## config.mk

```make
export PLATFORM = sky130hd
export DESIGN_NAME = axi_sram_bridge
export DESIGN_NICKNAME = d
export VERILOG_FILES = /design/src/axi_bridge_pkg.sv /design/src/axi_sram_bridge.sv /design/src/axi_write_port.sv /design/src/axi_read_port.sv /design/src/axi_bridge_ctrl.sv /design/src/cache_req_latch.sv
export VERILOG_INCLUDE_DIRS = /design/src /design/src/src
export SDC_FILE = /design/constraint.sdc
export NUM_CORES = 1
export LEC_CHECK = 0
export ABC_CLOCK_PERIOD_IN_PS = 55200
export BUFFER_PORTS_ARGS = -buffer_cell sky130_fd_sc_hd__clkbuf_2
export CAP_MARGIN = 0
export CORE_AREA = 3 3 352 354
export DETAILED_ROUTE_END_ITERATION = 7
export DIE_AREA = 0 0 355 357
export GPL_TIMING_DRIVEN = 0
export PLACE_DENSITY_LB_ADDON = 0.2
export SLEW_MARGIN = 20
export SYNTH_ARGS = -nofsm -noshare
export SYNTH_HDL_FRONTEND = slang
export SYNTH_HIERARCHICAL = 1
export SYNTH_SLANG_ARGS = --single-unit
```

## constraint.sdc

```tcl
create_clock -name aclk -period 55.2 [get_ports aclk]
set_clock_uncertainty 0.2 [all_clocks]
set_input_delay 11.04 -clock aclk [delete_from_list [all_inputs] [get_ports aclk]]
set_output_delay 11.04 -clock aclk [all_outputs]
set_load 0.005 [all_outputs]
```

## src/axi_bridge_settings.svh

```systemverilog
`ifndef AXI_BRIDGE_SETTINGS_SVH
`define AXI_BRIDGE_SETTINGS_SVH

// bus and line geometry
`define BRIDGE_ADDR_W      32
`define BRIDGE_DATA_W      32
`define BRIDGE_LINE_BEATS  16
`define BRIDGE_LINE_W      512   // 16 words of 32 bits
`define BRIDGE_STRB_W      4

// AXI3 field widths
`define BRIDGE_ID_W        4
`define BRIDGE_LEN_W       4
`define BRIDGE_SIZE_W      3

// burst codes, 2 bit field
`define BRIDGE_BURST_INCR  2'b01
`define BRIDGE_BURST_FIXED 2'b00   // single beat accesses only

// transaction ids
`define BRIDGE_ICACHE_ID   4'd0
`define BRIDGE_DCACHE_ID   4'd1   // shared by dcache reads and writes

`endif
```

## src/axi_bridge_pkg.sv

```systemverilog
`include "axi_bridge_settings.svh"

package axi_bridge_pkg;

	// latched read request, one per read in flight
	typedef struct packed {
		logic [`BRIDGE_ADDR_W-1:0] addr;
		logic [`BRIDGE_SIZE_W-1:0] size;
		logic                      uncached;     // single beat when set
		logic                      from_dcache;  // owner of the returned beats
	} rd_req_t;

	// latched write request
	// the line itself sits in the shift buffer of the write port
	typedef struct packed {
		logic [`BRIDGE_ADDR_W-1:0] addr;
		logic [`BRIDGE_SIZE_W-1:0] size;
		logic [`BRIDGE_STRB_W-1:0] strb;
		logic                      uncached;
		logic [`BRIDGE_DATA_W-1:0] word;  // payload of an uncached store
	} wr_req_t;

	typedef enum logic [1:0] {
		rd_idle,
		rd_addr,   // ar channel pending
		rd_data    // beats coming back
	} rd_state_e;

	typedef enum logic [1:0] {
		wr_idle,
		wr_addr,   // aw channel pending
		wr_data,   // w beats going out
		wr_resp    // waiting on b channel
	} wr_state_e;

endpackage

```

## src/axi_sram_bridge.sv

```systemverilog
`timescale 1ns/10ps
`include "axi_bridge_settings.svh"

// two cache ports onto one AXI3 master
module axi_sram_bridge (
	input  logic                      aclk,
	input  logic                      aresetn,
	// icache read
	input  logic                      icache_rd_req,
	input  logic [`BRIDGE_ADDR_W-1:0] icache_rd_addr,
	input  logic [`BRIDGE_SIZE_W-1:0] icache_rd_size,
	output logic                      icache_rd_rdy,
	output logic                      icache_ret_valid,
	output logic                      icache_ret_last,
	output logic [`BRIDGE_DATA_W-1:0] icache_ret_data,
	// dcache read
	input  logic                      dcache_rd_req,
	input  logic [`BRIDGE_ADDR_W-1:0] dcache_rd_addr,
	input  logic [`BRIDGE_SIZE_W-1:0] dcache_rd_size,
	input  logic                      dcache_rd_uncached,
	output logic                      dcache_rd_rdy,
	output logic                      dcache_ret_valid,
	output logic                      dcache_ret_last,
	output logic [`BRIDGE_DATA_W-1:0] dcache_ret_data,
	// dcache write
	input  logic                      dcache_wr_req,
	input  logic [`BRIDGE_ADDR_W-1:0] dcache_wr_addr,
	input  logic [`BRIDGE_SIZE_W-1:0] dcache_wr_size,
	input  logic [`BRIDGE_STRB_W-1:0] dcache_wr_strb,
	input  logic                      dcache_wr_uncached,
	input  logic [`BRIDGE_LINE_W-1:0] dcache_wr_line,
	input  logic [`BRIDGE_DATA_W-1:0] dcache_wr_word,
	output logic                      dcache_wr_rdy,
	// AXI read address and data
	output logic [`BRIDGE_ID_W-1:0]   arid,
	output logic [`BRIDGE_ADDR_W-1:0] araddr,
	output logic [`BRIDGE_LEN_W-1:0]  arlen,
	output logic [`BRIDGE_SIZE_W-1:0] arsize,
	output logic [1:0]                arburst,
	output logic                      arvalid,
	input  logic                      arready,
	input  logic [`BRIDGE_DATA_W-1:0] rdata,
	input  logic                      rlast,
	input  logic                      rvalid,
	output logic                      rready,
	// AXI write address, data and response
	output logic [`BRIDGE_ID_W-1:0]   awid,
	output logic [`BRIDGE_ADDR_W-1:0] awaddr,
	output logic [`BRIDGE_LEN_W-1:0]  awlen,
	output logic [`BRIDGE_SIZE_W-1:0] awsize,
	output logic [1:0]                awburst,
	output logic                      awvalid,
	input  logic                      awready,
	output logic [`BRIDGE_ID_W-1:0]   wid,
	output logic [`BRIDGE_DATA_W-1:0] wdata,
	output logic [`BRIDGE_STRB_W-1:0] wstrb,
	output logic                      wlast,
	output logic                      wvalid,
	input  logic                      wready,
	input  logic                      bvalid,
	output logic                      bready
);

	logic rd_accept;
	logic rd_pick_dcache;
	logic in_rd_data;
	logic wr_accept;

	assign rready = 1'b1;   // caches always take read beats

	axi_bridge_ctrl axi_bridge_ctrl_inst (
		.aclk          (aclk),
		.aresetn       (aresetn),
		.icache_rd_req (icache_rd_req),
		.dcache_rd_req (dcache_rd_req),
		.arready       (arready),
		.rvalid        (rvalid),
		.rlast         (rlast),
		.dcache_wr_req (dcache_wr_req),
		.awready       (awready),
		.wready        (wready),
		.wlast         (wlast),
		.bvalid        (bvalid),
		.icache_rd_rdy (icache_rd_rdy),
		.dcache_rd_rdy (dcache_rd_rdy),
		.dcache_wr_rdy (dcache_wr_rdy),
		.rd_accept     (rd_accept),
		.rd_pick_dcache(rd_pick_dcache),
		.arvalid       (arvalid),
		.in_rd_data    (in_rd_data),
		.wr_accept     (wr_accept),
		.awvalid       (awvalid),
		.wvalid        (wvalid),
		.bready        (bready)
	);

	axi_read_port axi_read_port_inst (
		.aclk              (aclk),
		.aresetn           (aresetn),
		.rd_accept         (rd_accept),
		.rd_pick_dcache    (rd_pick_dcache),
		.icache_rd_addr    (icache_rd_addr),
		.icache_rd_size    (icache_rd_size),
		.dcache_rd_addr    (dcache_rd_addr),
		.dcache_rd_size    (dcache_rd_size),
		.dcache_rd_uncached(dcache_rd_uncached),
		.in_rd_data        (in_rd_data),
		.rvalid            (rvalid),
		.rlast             (rlast),
		.rdata             (rdata),
		.araddr            (araddr),
		.arsize            (arsize),
		.arlen             (arlen),
		.arburst           (arburst),
		.arid              (arid),
		.rd_owner_dcache   (),
		.icache_ret_valid  (icache_ret_valid),
		.icache_ret_last   (icache_ret_last),
		.icache_ret_data   (icache_ret_data),
		.dcache_ret_valid  (dcache_ret_valid),
		.dcache_ret_last   (dcache_ret_last),
		.dcache_ret_data   (dcache_ret_data)
	);

	axi_write_port axi_write_port_inst (
		.aclk              (aclk),
		.aresetn           (aresetn),
		.wr_accept         (wr_accept),
		.dcache_wr_addr    (dcache_wr_addr),
		.dcache_wr_size    (dcache_wr_size),
		.dcache_wr_strb    (dcache_wr_strb),
		.dcache_wr_uncached(dcache_wr_uncached),
		.dcache_wr_line    (dcache_wr_line),
		.dcache_wr_word    (dcache_wr_word),
		.wvalid            (wvalid),
		.wready            (wready),
		.awaddr            (awaddr),
		.awsize            (awsize),
		.awlen             (awlen),
		.awburst           (awburst),
		.awid              (awid),
		.wdata             (wdata),
		.wstrb             (wstrb),
		.wlast             (wlast),
		.wid               (wid)
	);

endmodule

```

## src/axi_write_port.sv

```systemverilog
`timescale 1ns/10ps
`include "axi_bridge_settings.svh"

module axi_write_port (
	input  logic                      aclk,
	input  logic                      aresetn,
	input  logic                      wr_accept,
	input  logic [`BRIDGE_ADDR_W-1:0] dcache_wr_addr,
	input  logic [`BRIDGE_SIZE_W-1:0] dcache_wr_size,
	input  logic [`BRIDGE_STRB_W-1:0] dcache_wr_strb,
	input  logic                      dcache_wr_uncached,
	input  logic [`BRIDGE_LINE_W-1:0] dcache_wr_line,
	input  logic [`BRIDGE_DATA_W-1:0] dcache_wr_word,
	input  logic                      wvalid,
	input  logic                      wready,
	output logic [`BRIDGE_ADDR_W-1:0] awaddr,
	output logic [`BRIDGE_SIZE_W-1:0] awsize,
	output logic [`BRIDGE_LEN_W-1:0]  awlen,
	output logic [1:0]                awburst,
	output logic [`BRIDGE_ID_W-1:0]   awid,
	output logic [`BRIDGE_DATA_W-1:0] wdata,
	output logic [`BRIDGE_STRB_W-1:0] wstrb,
	output logic                      wlast,
	output logic [`BRIDGE_ID_W-1:0]   wid
);

	axi_bridge_pkg::wr_req_t   wr_next;
	axi_bridge_pkg::wr_req_t   wr_held;
	logic [`BRIDGE_LINE_W-1:0] line_buf;
	logic [`BRIDGE_LEN_W-1:0]  beat_cnt;
	logic                      w_hs;

	assign wr_next.addr     = dcache_wr_addr;
	assign wr_next.size     = dcache_wr_size;
	assign wr_next.strb     = dcache_wr_strb;
	assign wr_next.uncached = dcache_wr_uncached;
	assign wr_next.word     = dcache_wr_word;

	cache_req_latch #(
		.payload_t(axi_bridge_pkg::wr_req_t)
	) wr_req_latch_inst (
		.aclk      (aclk),
		.aresetn   (aresetn),
		.capture   (wr_accept),
		.payload_in(wr_next),
		.held      (wr_held)
	);

	assign w_hs = wvalid & wready;

	// lowest word goes out first
	always_ff @(posedge aclk) begin
		if (wr_accept) begin
			line_buf <= dcache_wr_line;
		end else if (w_hs) begin
			line_buf <= {{`BRIDGE_DATA_W{1'b0}}, line_buf[`BRIDGE_LINE_W-1:`BRIDGE_DATA_W]};
		end
	end

	always_ff @(posedge aclk) begin
		if (!aresetn) begin
			beat_cnt <= '0;
		end else if (wr_accept) begin
			beat_cnt <= '0;   // fresh burst
		end else if (w_hs) begin
			beat_cnt <= beat_cnt + 1'b1;
		end
	end

	assign awaddr  = wr_held.addr;
	assign awsize  = wr_held.size;
	assign awlen   = wr_held.uncached ? '0 : `BRIDGE_LEN_W'(`BRIDGE_LINE_BEATS - 1);
	assign awburst = wr_held.uncached ? `BRIDGE_BURST_FIXED : `BRIDGE_BURST_INCR;
	assign awid    = `BRIDGE_DCACHE_ID;
	assign wid     = `BRIDGE_DCACHE_ID;

	assign wdata = wr_held.uncached ? wr_held.word : line_buf[`BRIDGE_DATA_W-1:0];
	assign wstrb = wr_held.strb;

	// uncached stores are one beat long
	assign wlast = wvalid &
		(wr_held.uncached | (beat_cnt == `BRIDGE_LEN_W'(`BRIDGE_LINE_BEATS - 1)));

endmodule

```

## src/axi_read_port.sv

```systemverilog
`timescale 1ns/10ps
`include "axi_bridge_settings.svh"

module axi_read_port (
	input  logic                      aclk,
	input  logic                      aresetn,
	input  logic                      rd_accept,
	input  logic                      rd_pick_dcache,
	input  logic [`BRIDGE_ADDR_W-1:0] icache_rd_addr,
	input  logic [`BRIDGE_SIZE_W-1:0] icache_rd_size,
	input  logic [`BRIDGE_ADDR_W-1:0] dcache_rd_addr,
	input  logic [`BRIDGE_SIZE_W-1:0] dcache_rd_size,
	input  logic                      dcache_rd_uncached,
	input  logic                      in_rd_data,
	input  logic                      rvalid,
	input  logic                      rlast,
	input  logic [`BRIDGE_DATA_W-1:0] rdata,
	output logic [`BRIDGE_ADDR_W-1:0] araddr,
	output logic [`BRIDGE_SIZE_W-1:0] arsize,
	output logic [`BRIDGE_LEN_W-1:0]  arlen,
	output logic [1:0]                arburst,
	output logic [`BRIDGE_ID_W-1:0]   arid,
	output logic                      rd_owner_dcache,
	output logic                      icache_ret_valid,
	output logic                      icache_ret_last,
	output logic [`BRIDGE_DATA_W-1:0] icache_ret_data,
	output logic                      dcache_ret_valid,
	output logic                      dcache_ret_last,
	output logic [`BRIDGE_DATA_W-1:0] dcache_ret_data
);

	axi_bridge_pkg::rd_req_t rd_next;
	axi_bridge_pkg::rd_req_t rd_held;
	logic                    beat;

	// granted request, icache reads are always line fills
	always_comb begin
		if (rd_pick_dcache) begin
			rd_next.addr        = dcache_rd_addr;
			rd_next.size        = dcache_rd_size;
			rd_next.uncached    = dcache_rd_uncached;
			rd_next.from_dcache = 1'b1;
		end else begin
			rd_next.addr        = icache_rd_addr;
			rd_next.size        = icache_rd_size;
			rd_next.uncached    = 1'b0;
			rd_next.from_dcache = 1'b0;
		end
	end

	cache_req_latch #(
		.payload_t(axi_bridge_pkg::rd_req_t)
	) rd_req_latch_inst (
		.aclk      (aclk),
		.aresetn   (aresetn),
		.capture   (rd_accept),
		.payload_in(rd_next),
		.held      (rd_held)
	);

	assign araddr  = rd_held.addr;
	assign arsize  = rd_held.size;
	assign arlen   = rd_held.uncached ? '0 : `BRIDGE_LEN_W'(`BRIDGE_LINE_BEATS - 1);
	assign arburst = rd_held.uncached ? `BRIDGE_BURST_FIXED : `BRIDGE_BURST_INCR;
	assign arid    = rd_held.from_dcache ? `BRIDGE_DCACHE_ID : `BRIDGE_ICACHE_ID;

	assign rd_owner_dcache = rd_held.from_dcache;

	// only the owner sees valid and last
	assign beat = in_rd_data & rvalid;

	assign icache_ret_valid = beat & ~rd_held.from_dcache;
	assign icache_ret_last  = beat & rlast & ~rd_held.from_dcache;
	assign icache_ret_data  = rdata;

	assign dcache_ret_valid = beat & rd_held.from_dcache;
	assign dcache_ret_last  = beat & rlast & rd_held.from_dcache;
	assign dcache_ret_data  = rdata;

endmodule

```

## src/axi_bridge_ctrl.sv

```systemverilog
`timescale 1ns/10ps

module axi_bridge_ctrl (
	input  logic aclk,
	input  logic aresetn,
	input  logic icache_rd_req,
	input  logic dcache_rd_req,
	input  logic arready,
	input  logic rvalid,
	input  logic rlast,
	input  logic dcache_wr_req,
	input  logic awready,
	input  logic wready,
	input  logic wlast,
	input  logic bvalid,
	output logic icache_rd_rdy,
	output logic dcache_rd_rdy,
	output logic dcache_wr_rdy,
	output logic rd_accept,
	output logic rd_pick_dcache,
	output logic arvalid,
	output logic in_rd_data,
	output logic wr_accept,
	output logic awvalid,
	output logic wvalid,
	output logic bready
);

	axi_bridge_pkg::rd_state_e rd_state;
	axi_bridge_pkg::wr_state_e wr_state;

	// read side, dcache has priority over icache
	assign dcache_rd_rdy  = (rd_state == axi_bridge_pkg::rd_idle);
	assign icache_rd_rdy  = (rd_state == axi_bridge_pkg::rd_idle) & ~dcache_rd_req;
	assign rd_pick_dcache = dcache_rd_req & dcache_rd_rdy;
	assign rd_accept      = rd_pick_dcache | (icache_rd_req & icache_rd_rdy);

	assign arvalid    = (rd_state == axi_bridge_pkg::rd_addr);
	assign in_rd_data = (rd_state == axi_bridge_pkg::rd_data);

	// rready is tied high, so rvalid alone is a handshake
	always_ff @(posedge aclk) begin
		if (!aresetn) begin
			rd_state <= axi_bridge_pkg::rd_idle;
		end else begin
			case (rd_state)
				axi_bridge_pkg::rd_idle: begin
					if (rd_accept) begin
						rd_state <= axi_bridge_pkg::rd_addr;
					end
				end
				axi_bridge_pkg::rd_addr: begin
					if (arready) begin
						rd_state <= axi_bridge_pkg::rd_data;
					end
				end
				axi_bridge_pkg::rd_data: begin
					if (rvalid & rlast) begin
						rd_state <= axi_bridge_pkg::rd_idle;
					end
				end
				default: rd_state <= axi_bridge_pkg::rd_idle;
			endcase
		end
	end

	// write side
	assign dcache_wr_rdy = (wr_state == axi_bridge_pkg::wr_idle);
	assign wr_accept     = dcache_wr_req & dcache_wr_rdy;
	assign awvalid       = (wr_state == axi_bridge_pkg::wr_addr);
	assign wvalid        = (wr_state == axi_bridge_pkg::wr_data);
	assign bready        = (wr_state == axi_bridge_pkg::wr_resp);

	always_ff @(posedge aclk) begin
		if (!aresetn) begin
			wr_state <= axi_bridge_pkg::wr_idle;
		end else begin
			case (wr_state)
				axi_bridge_pkg::wr_idle: begin
					if (wr_accept) begin
						wr_state <= axi_bridge_pkg::wr_addr;
					end
				end
				axi_bridge_pkg::wr_addr: begin
					if (awready) begin
						wr_state <= axi_bridge_pkg::wr_data;
					end
				end
				axi_bridge_pkg::wr_data: begin
					if (wready & wlast) begin   // last beat accepted
						wr_state <= axi_bridge_pkg::wr_resp;
					end
				end
				axi_bridge_pkg::wr_resp: begin
					if (bvalid) begin
						wr_state <= axi_bridge_pkg::wr_idle;
					end
				end
				default: wr_state <= axi_bridge_pkg::wr_idle;
			endcase
		end
	end

endmodule

```

## src/cache_req_latch.sv

```systemverilog
`timescale 1ns/10ps

// holds one cache request for the whole AXI transaction
module cache_req_latch #(
	parameter type payload_t = logic [31:0]
) (
	input  logic     aclk,
	input  logic     aresetn,
	input  logic     capture,     // accept strobe from the controller
	input  payload_t payload_in,
	output payload_t held
);

	payload_t held_q;

	always_ff @(posedge aclk) begin
		if (!aresetn) begin
			held_q <= '0;
		end else if (capture) begin
			held_q <= payload_in;   // valid from the next cycle on
		end
	end

	assign held = held_q;

endmodule

```

After elaboration in Yosys (flattened, before gate mapping)
Index checks and enable logic that the tools add are counted.

Bits of input ports: 698. Bits in registers: 629. Word-level logic and storage cells: 70. Output and inout bits: 207.

Reductions and logical operators: 6. Equality and inequality tests: 13. Bitwise logic cells: 19. Muxes and demuxes: 18. $add $sub $neg: 1.

Operators by type and width (count): two-way mux 512 bit (2); two-way mux 37 bit (1); two-way mux 32 bit (1); bitwise AND 1 bit (14); two-way mux 2 bit (7); != test 2 bit, second input constant (5); two-way mux 4 bit (2); case mux 2 bit (4 select lines) (1); == test 2 bit, second input constant (3); case mux 2 bit (3 select lines) (1); adder 4 x 1 -> 4 bit, second input constant (1); == test 2 x 1 -> 1 bit, second input constant (2); == test 4 bit, second input constant (1); zero test 2 bit (2); != test 2 x 1 -> 1 bit, second input constant (2); AND reduction 4 bit (1); two-way mux 1 bit (3); NOT 1 bit (3); AND reduction 3 bit (1); bitwise OR 1 bit (2); nonzero test 2 bit (1); OR reduction 2 bit (1).

Depth between registers and ports, before layout
Depth in word-level cells: 6. Gate-level depth with buffers: 7. Depth with buffers taken out: 6.

Modules after synthesis
The synthesis kept the hierarchy.

By module, submodules not included: axi_write_port (cells each 1155, sequential area each 15454.8 um^2, area an instance 23824.1 um^2, instances 1); cache_req_latch (axi_write_port_inst.wr_req_latch_inst) (cells each 232, sequential area each 1441.4 um^2, area an instance 2760.1 um^2, instances 1); cache_req_latch (axi_read_port_inst.rd_req_latch_inst) (cells each 118, sequential area each 740.7 um^2, area an instance 1425.1 um^2, instances 1); axi_read_port (cells each 119, sequential area each 0.0 um^2, area an instance 1169.9 um^2, instances 1); axi_bridge_ctrl (cells each 36, sequential area each 80.1 um^2, area an instance 331.6 um^2, instances 1); axi_sram_bridge (cells each 2, sequential area each 0.0 um^2, area an instance 11.3 um^2, instances 1).

Worst setup path after synthesis
No wires, ideal clock.

Kind: input to register. Start point: input dcache_wr_req. End point: register axi_write_port_inst.line_buf[0], enable pin. Stages on the path: 5. Required time: 54.030 ns. Path buffers: 3. Setup time: 0.970 ns. Arrival time: 23.847 ns. Setup slack: 30.183 ns. Cells stage by stage: and2_1 buf_6 buf_6 buf_6 nand2b_1.

Longest elaborated chain between the ends: 2.

Ends and longest elaborated chain: start: declaration (line axi_sram_bridge.sv:26) `input logic dcache_wr_req,`; bitwise AND 1 bit (line axi_bridge_ctrl.sv:69) `assign wr_accept = dcache_wr_req & dcache_wr_rdy;`; nonzero test 2 bit (no source line); end signal: assignment (line axi_write_port.sv:54) `line_buf <= dcache_wr_line;`; end signal: assignment (line axi_write_port.sv:56) `` line_buf <= {{`BRIDGE_DATA_W{1'b0}}, line_buf[`BRIDGE_LINE_W-1:`BRIDGE_DATA_W]}; ``; end: declaration (line axi_write_port.sv:29) `` logic [`BRIDGE_LINE_W-1:0] line_buf; ``.

No other way between the ends. A chain may end at the register's enable or synchronous reset.

Worst setup path in the final report
Start point: input dcache_rd_req. End point: output icache_rd_rdy.

Longest elaborated chain between the ends: 2.

Ends and longest elaborated chain: start: declaration (line axi_sram_bridge.sv:17) `input logic dcache_rd_req,`; NOT 1 bit (line axi_bridge_ctrl.sv:34) `assign icache_rd_rdy = (rd_state == axi_bridge_pkg::rd_idle) & ~dcache_rd_req;`; bitwise AND 1 bit (line axi_bridge_ctrl.sv:34); end: declaration (line axi_sram_bridge.sv:12) `output logic icache_rd_rdy,`.

No other way between the ends.

==> results_dict.tcl <==
set metrics [dict create \
    ctsLongestPathBuffers 3 \
    tightest_slew_ns 0.6446 \
    path_class "in -> out" \
    pwr-share-comb 0.334 \
    drv_cap 0 \
    grt_overflow 0 \
    grt_pass1_wl_um 133100 \
    htree_levels 3 \
    rsz0062_at_grt "no" \
    dp_hpwl_um 77500 \
    switchingPower_uw 570.4 \
    grt_pass1_vias 18419 \
    grt_max_degree 56 \
    layout-drive-gt1-share 0.6322 \
    seqPwrFrac 0.411 \
    setup_tns_ns 0 \
    critPathRequiredTime_ns 43.96 \
    cts.repair.resized 0 \
    cts_made_buffers 79 \
    nNetsFinal 3326 \
    pre_cts_ws_ns 32.45 \
    syn_inst 1661 \
    pin_count 905 \
    core_area_sq_mm 0.1214 \
    root_buffer "clkbuf_16" \
    viasPerCell 3.941 \
    path_clk_slew_ns 0.05 \
    p_leak_nw 16.55 \
    setup_ws_ns 32.42 \
    hold_depth 2 \
    cp_max_fo 4 \
    drt_wl_total_um 96070 \
    portBuffers 858 \
    avgSynthCellArea_sq_um 17.77 \
    cts-hold-fix-buffers 0 \
    final.fill_count 12255 \
    first_iter_violations 806 \
    p_clk_frac 0.255 \
    finalSetupViolations 0 \
    drc 0 \
    antenna_found_initial 55 \
    hold_class "reg -> reg" \
    final_common_cell "clkbuf_2" \
    cts_tree "yes" \
    track_usage 0.1466 \
    p_sw_frac 0.2798 \
    power_density_mw_per_mm2 52.51 \
    routedWlPerCell_um 22.16 \
    startpoint_type "primary input" \
    outcome "completed" \
    syn_area_sq_mm 0.02951 \
    slew_headroom 0.5702 \
    crit_arrival_ns 11.54 \
    fp-row-count 128 \
    cts.sinks 629 \
    fp.dieH_um 357 \
    clk_latency_ns 0.64 \
    antenna_left 0 \
    final_hold_viol_count 0 \
    die_w_um 355 \
    areaGrowthSynthToFinish_pct 31.54 \
    period_share 0.4127 \
    period_needed_ns 22.78 \
    ir_worst_vdd_mv 0.02227 \
    cts_setup_buffers 0 \
    start_util 0.2431 \
    layout_common_cells "clkbuf_2, edfxtp_1, mux2_4, dfxtp_1, mux2_2" \
    die-area_sq_mm 0.1267 \
    dr.pass1.iters 4 \
    drv_slew 0 \
    gp_congestion 0.9000 \
    num_vias 17088 \
    max_freq_ghz 0.04390 \
    end_kind "primary output" \
    r2r_cells 11 \
    p_int_mw 1.468 \
    yosys_warnings 6 \
]
registers in the layout (all words and copies together), names as in the netlist:
signal,cells
axi_write_port_inst/line_buf,512
axi_bridge_ctrl_inst/wr_state,2
axi_write_port_inst/beat_cnt,4
axi_bridge_ctrl_inst/rd_state,2
axi_read_port_inst/rd_req_latch_inst/held,37
axi_write_port_inst/wr_req_latch_inst/held,72
critical path: stages:
cell	delay [ns]
clkbuf_2	0.13
nor3_1	0.21
clkbuf_2	0.16
stage by stage:
stage	hold slack (ns)	util	total power, mW	std cells	cell area (sq um)
after global placement	0.2608	0.2956	1.680	4154	35880
after CTS	0.2856	0.3193	2.089	4314	38770
final	0.2944	0.3198	2.039	4336	38820
after floorplan	0.2536	-	1.419	1671	29550
after detailed placement	0.2785	0.2978	1.556	4166	36160
after global routing	0.3330	0.3194	2.150	4316	38770
final cells by class:
class / instances / area (sq um) / area share
sequential: 629 / 17720 / 0.4564
tap: 1625 / 2033 / 0.05237
multi-input combinational: 863 / 10200 / 0.2627
buffer: 174 / 1627 / 0.04190
timing repair buffer: 870 / 4564 / 0.1176
clock inverter: 36 / 376.6 / 0.009701
inverter: 5 / 18.77 / 0.0004834
clock buffer: 112 / 2233 / 0.05753
antenna: 22 / 55.05 / 0.001418
routing by layer:
metal / up-vias / track usage / wire, um
met2: 670 / 0.2524 / 47290
met3: 169 / 0.06552 / 9678
met4: 58 / 0.04318 / 2307
met5: - / 0 / 399
li1: 8066 / - / -
met1: 8125 / 0.1628 / 36390
worst paths after layout:
kind | start | to | slack (ns)
worst min register to register | axi_write_port_inst/beat_cnt[1]$_SDFFE_PP0P_ | axi_write_port_inst/beat_cnt[1]$_SDFFE_PP0P_ | 0.29
worst max-delay path | dcache_rd_req | icache_rd_rdy | 32.42
worst max register to register | axi_bridge_ctrl_inst/wr_state[0]$_SDFFE_PN0P_ | axi_write_port_inst/line_buf[221]$_DFFE_PP_ | 51.36
worst min-delay path | axi_write_port_inst/beat_cnt[1]$_SDFFE_PP0P_ | axi_write_port_inst/beat_cnt[1]$_SDFFE_PP0P_ | 0.29
power by group through the flow:
stage	Clock, mW	Combinational [mW]	Sequential (mW)
after floorplan	0	0.490	0.929
after global placement	0	0.669	1.01
after detailed placement	0	0.704	0.852
after CTS	0.540	0.706	0.843
after global routing	0.559	0.734	0.857
final	0.521	0.680	0.838
Note: power is estimated with default switching activity, not from simulation.
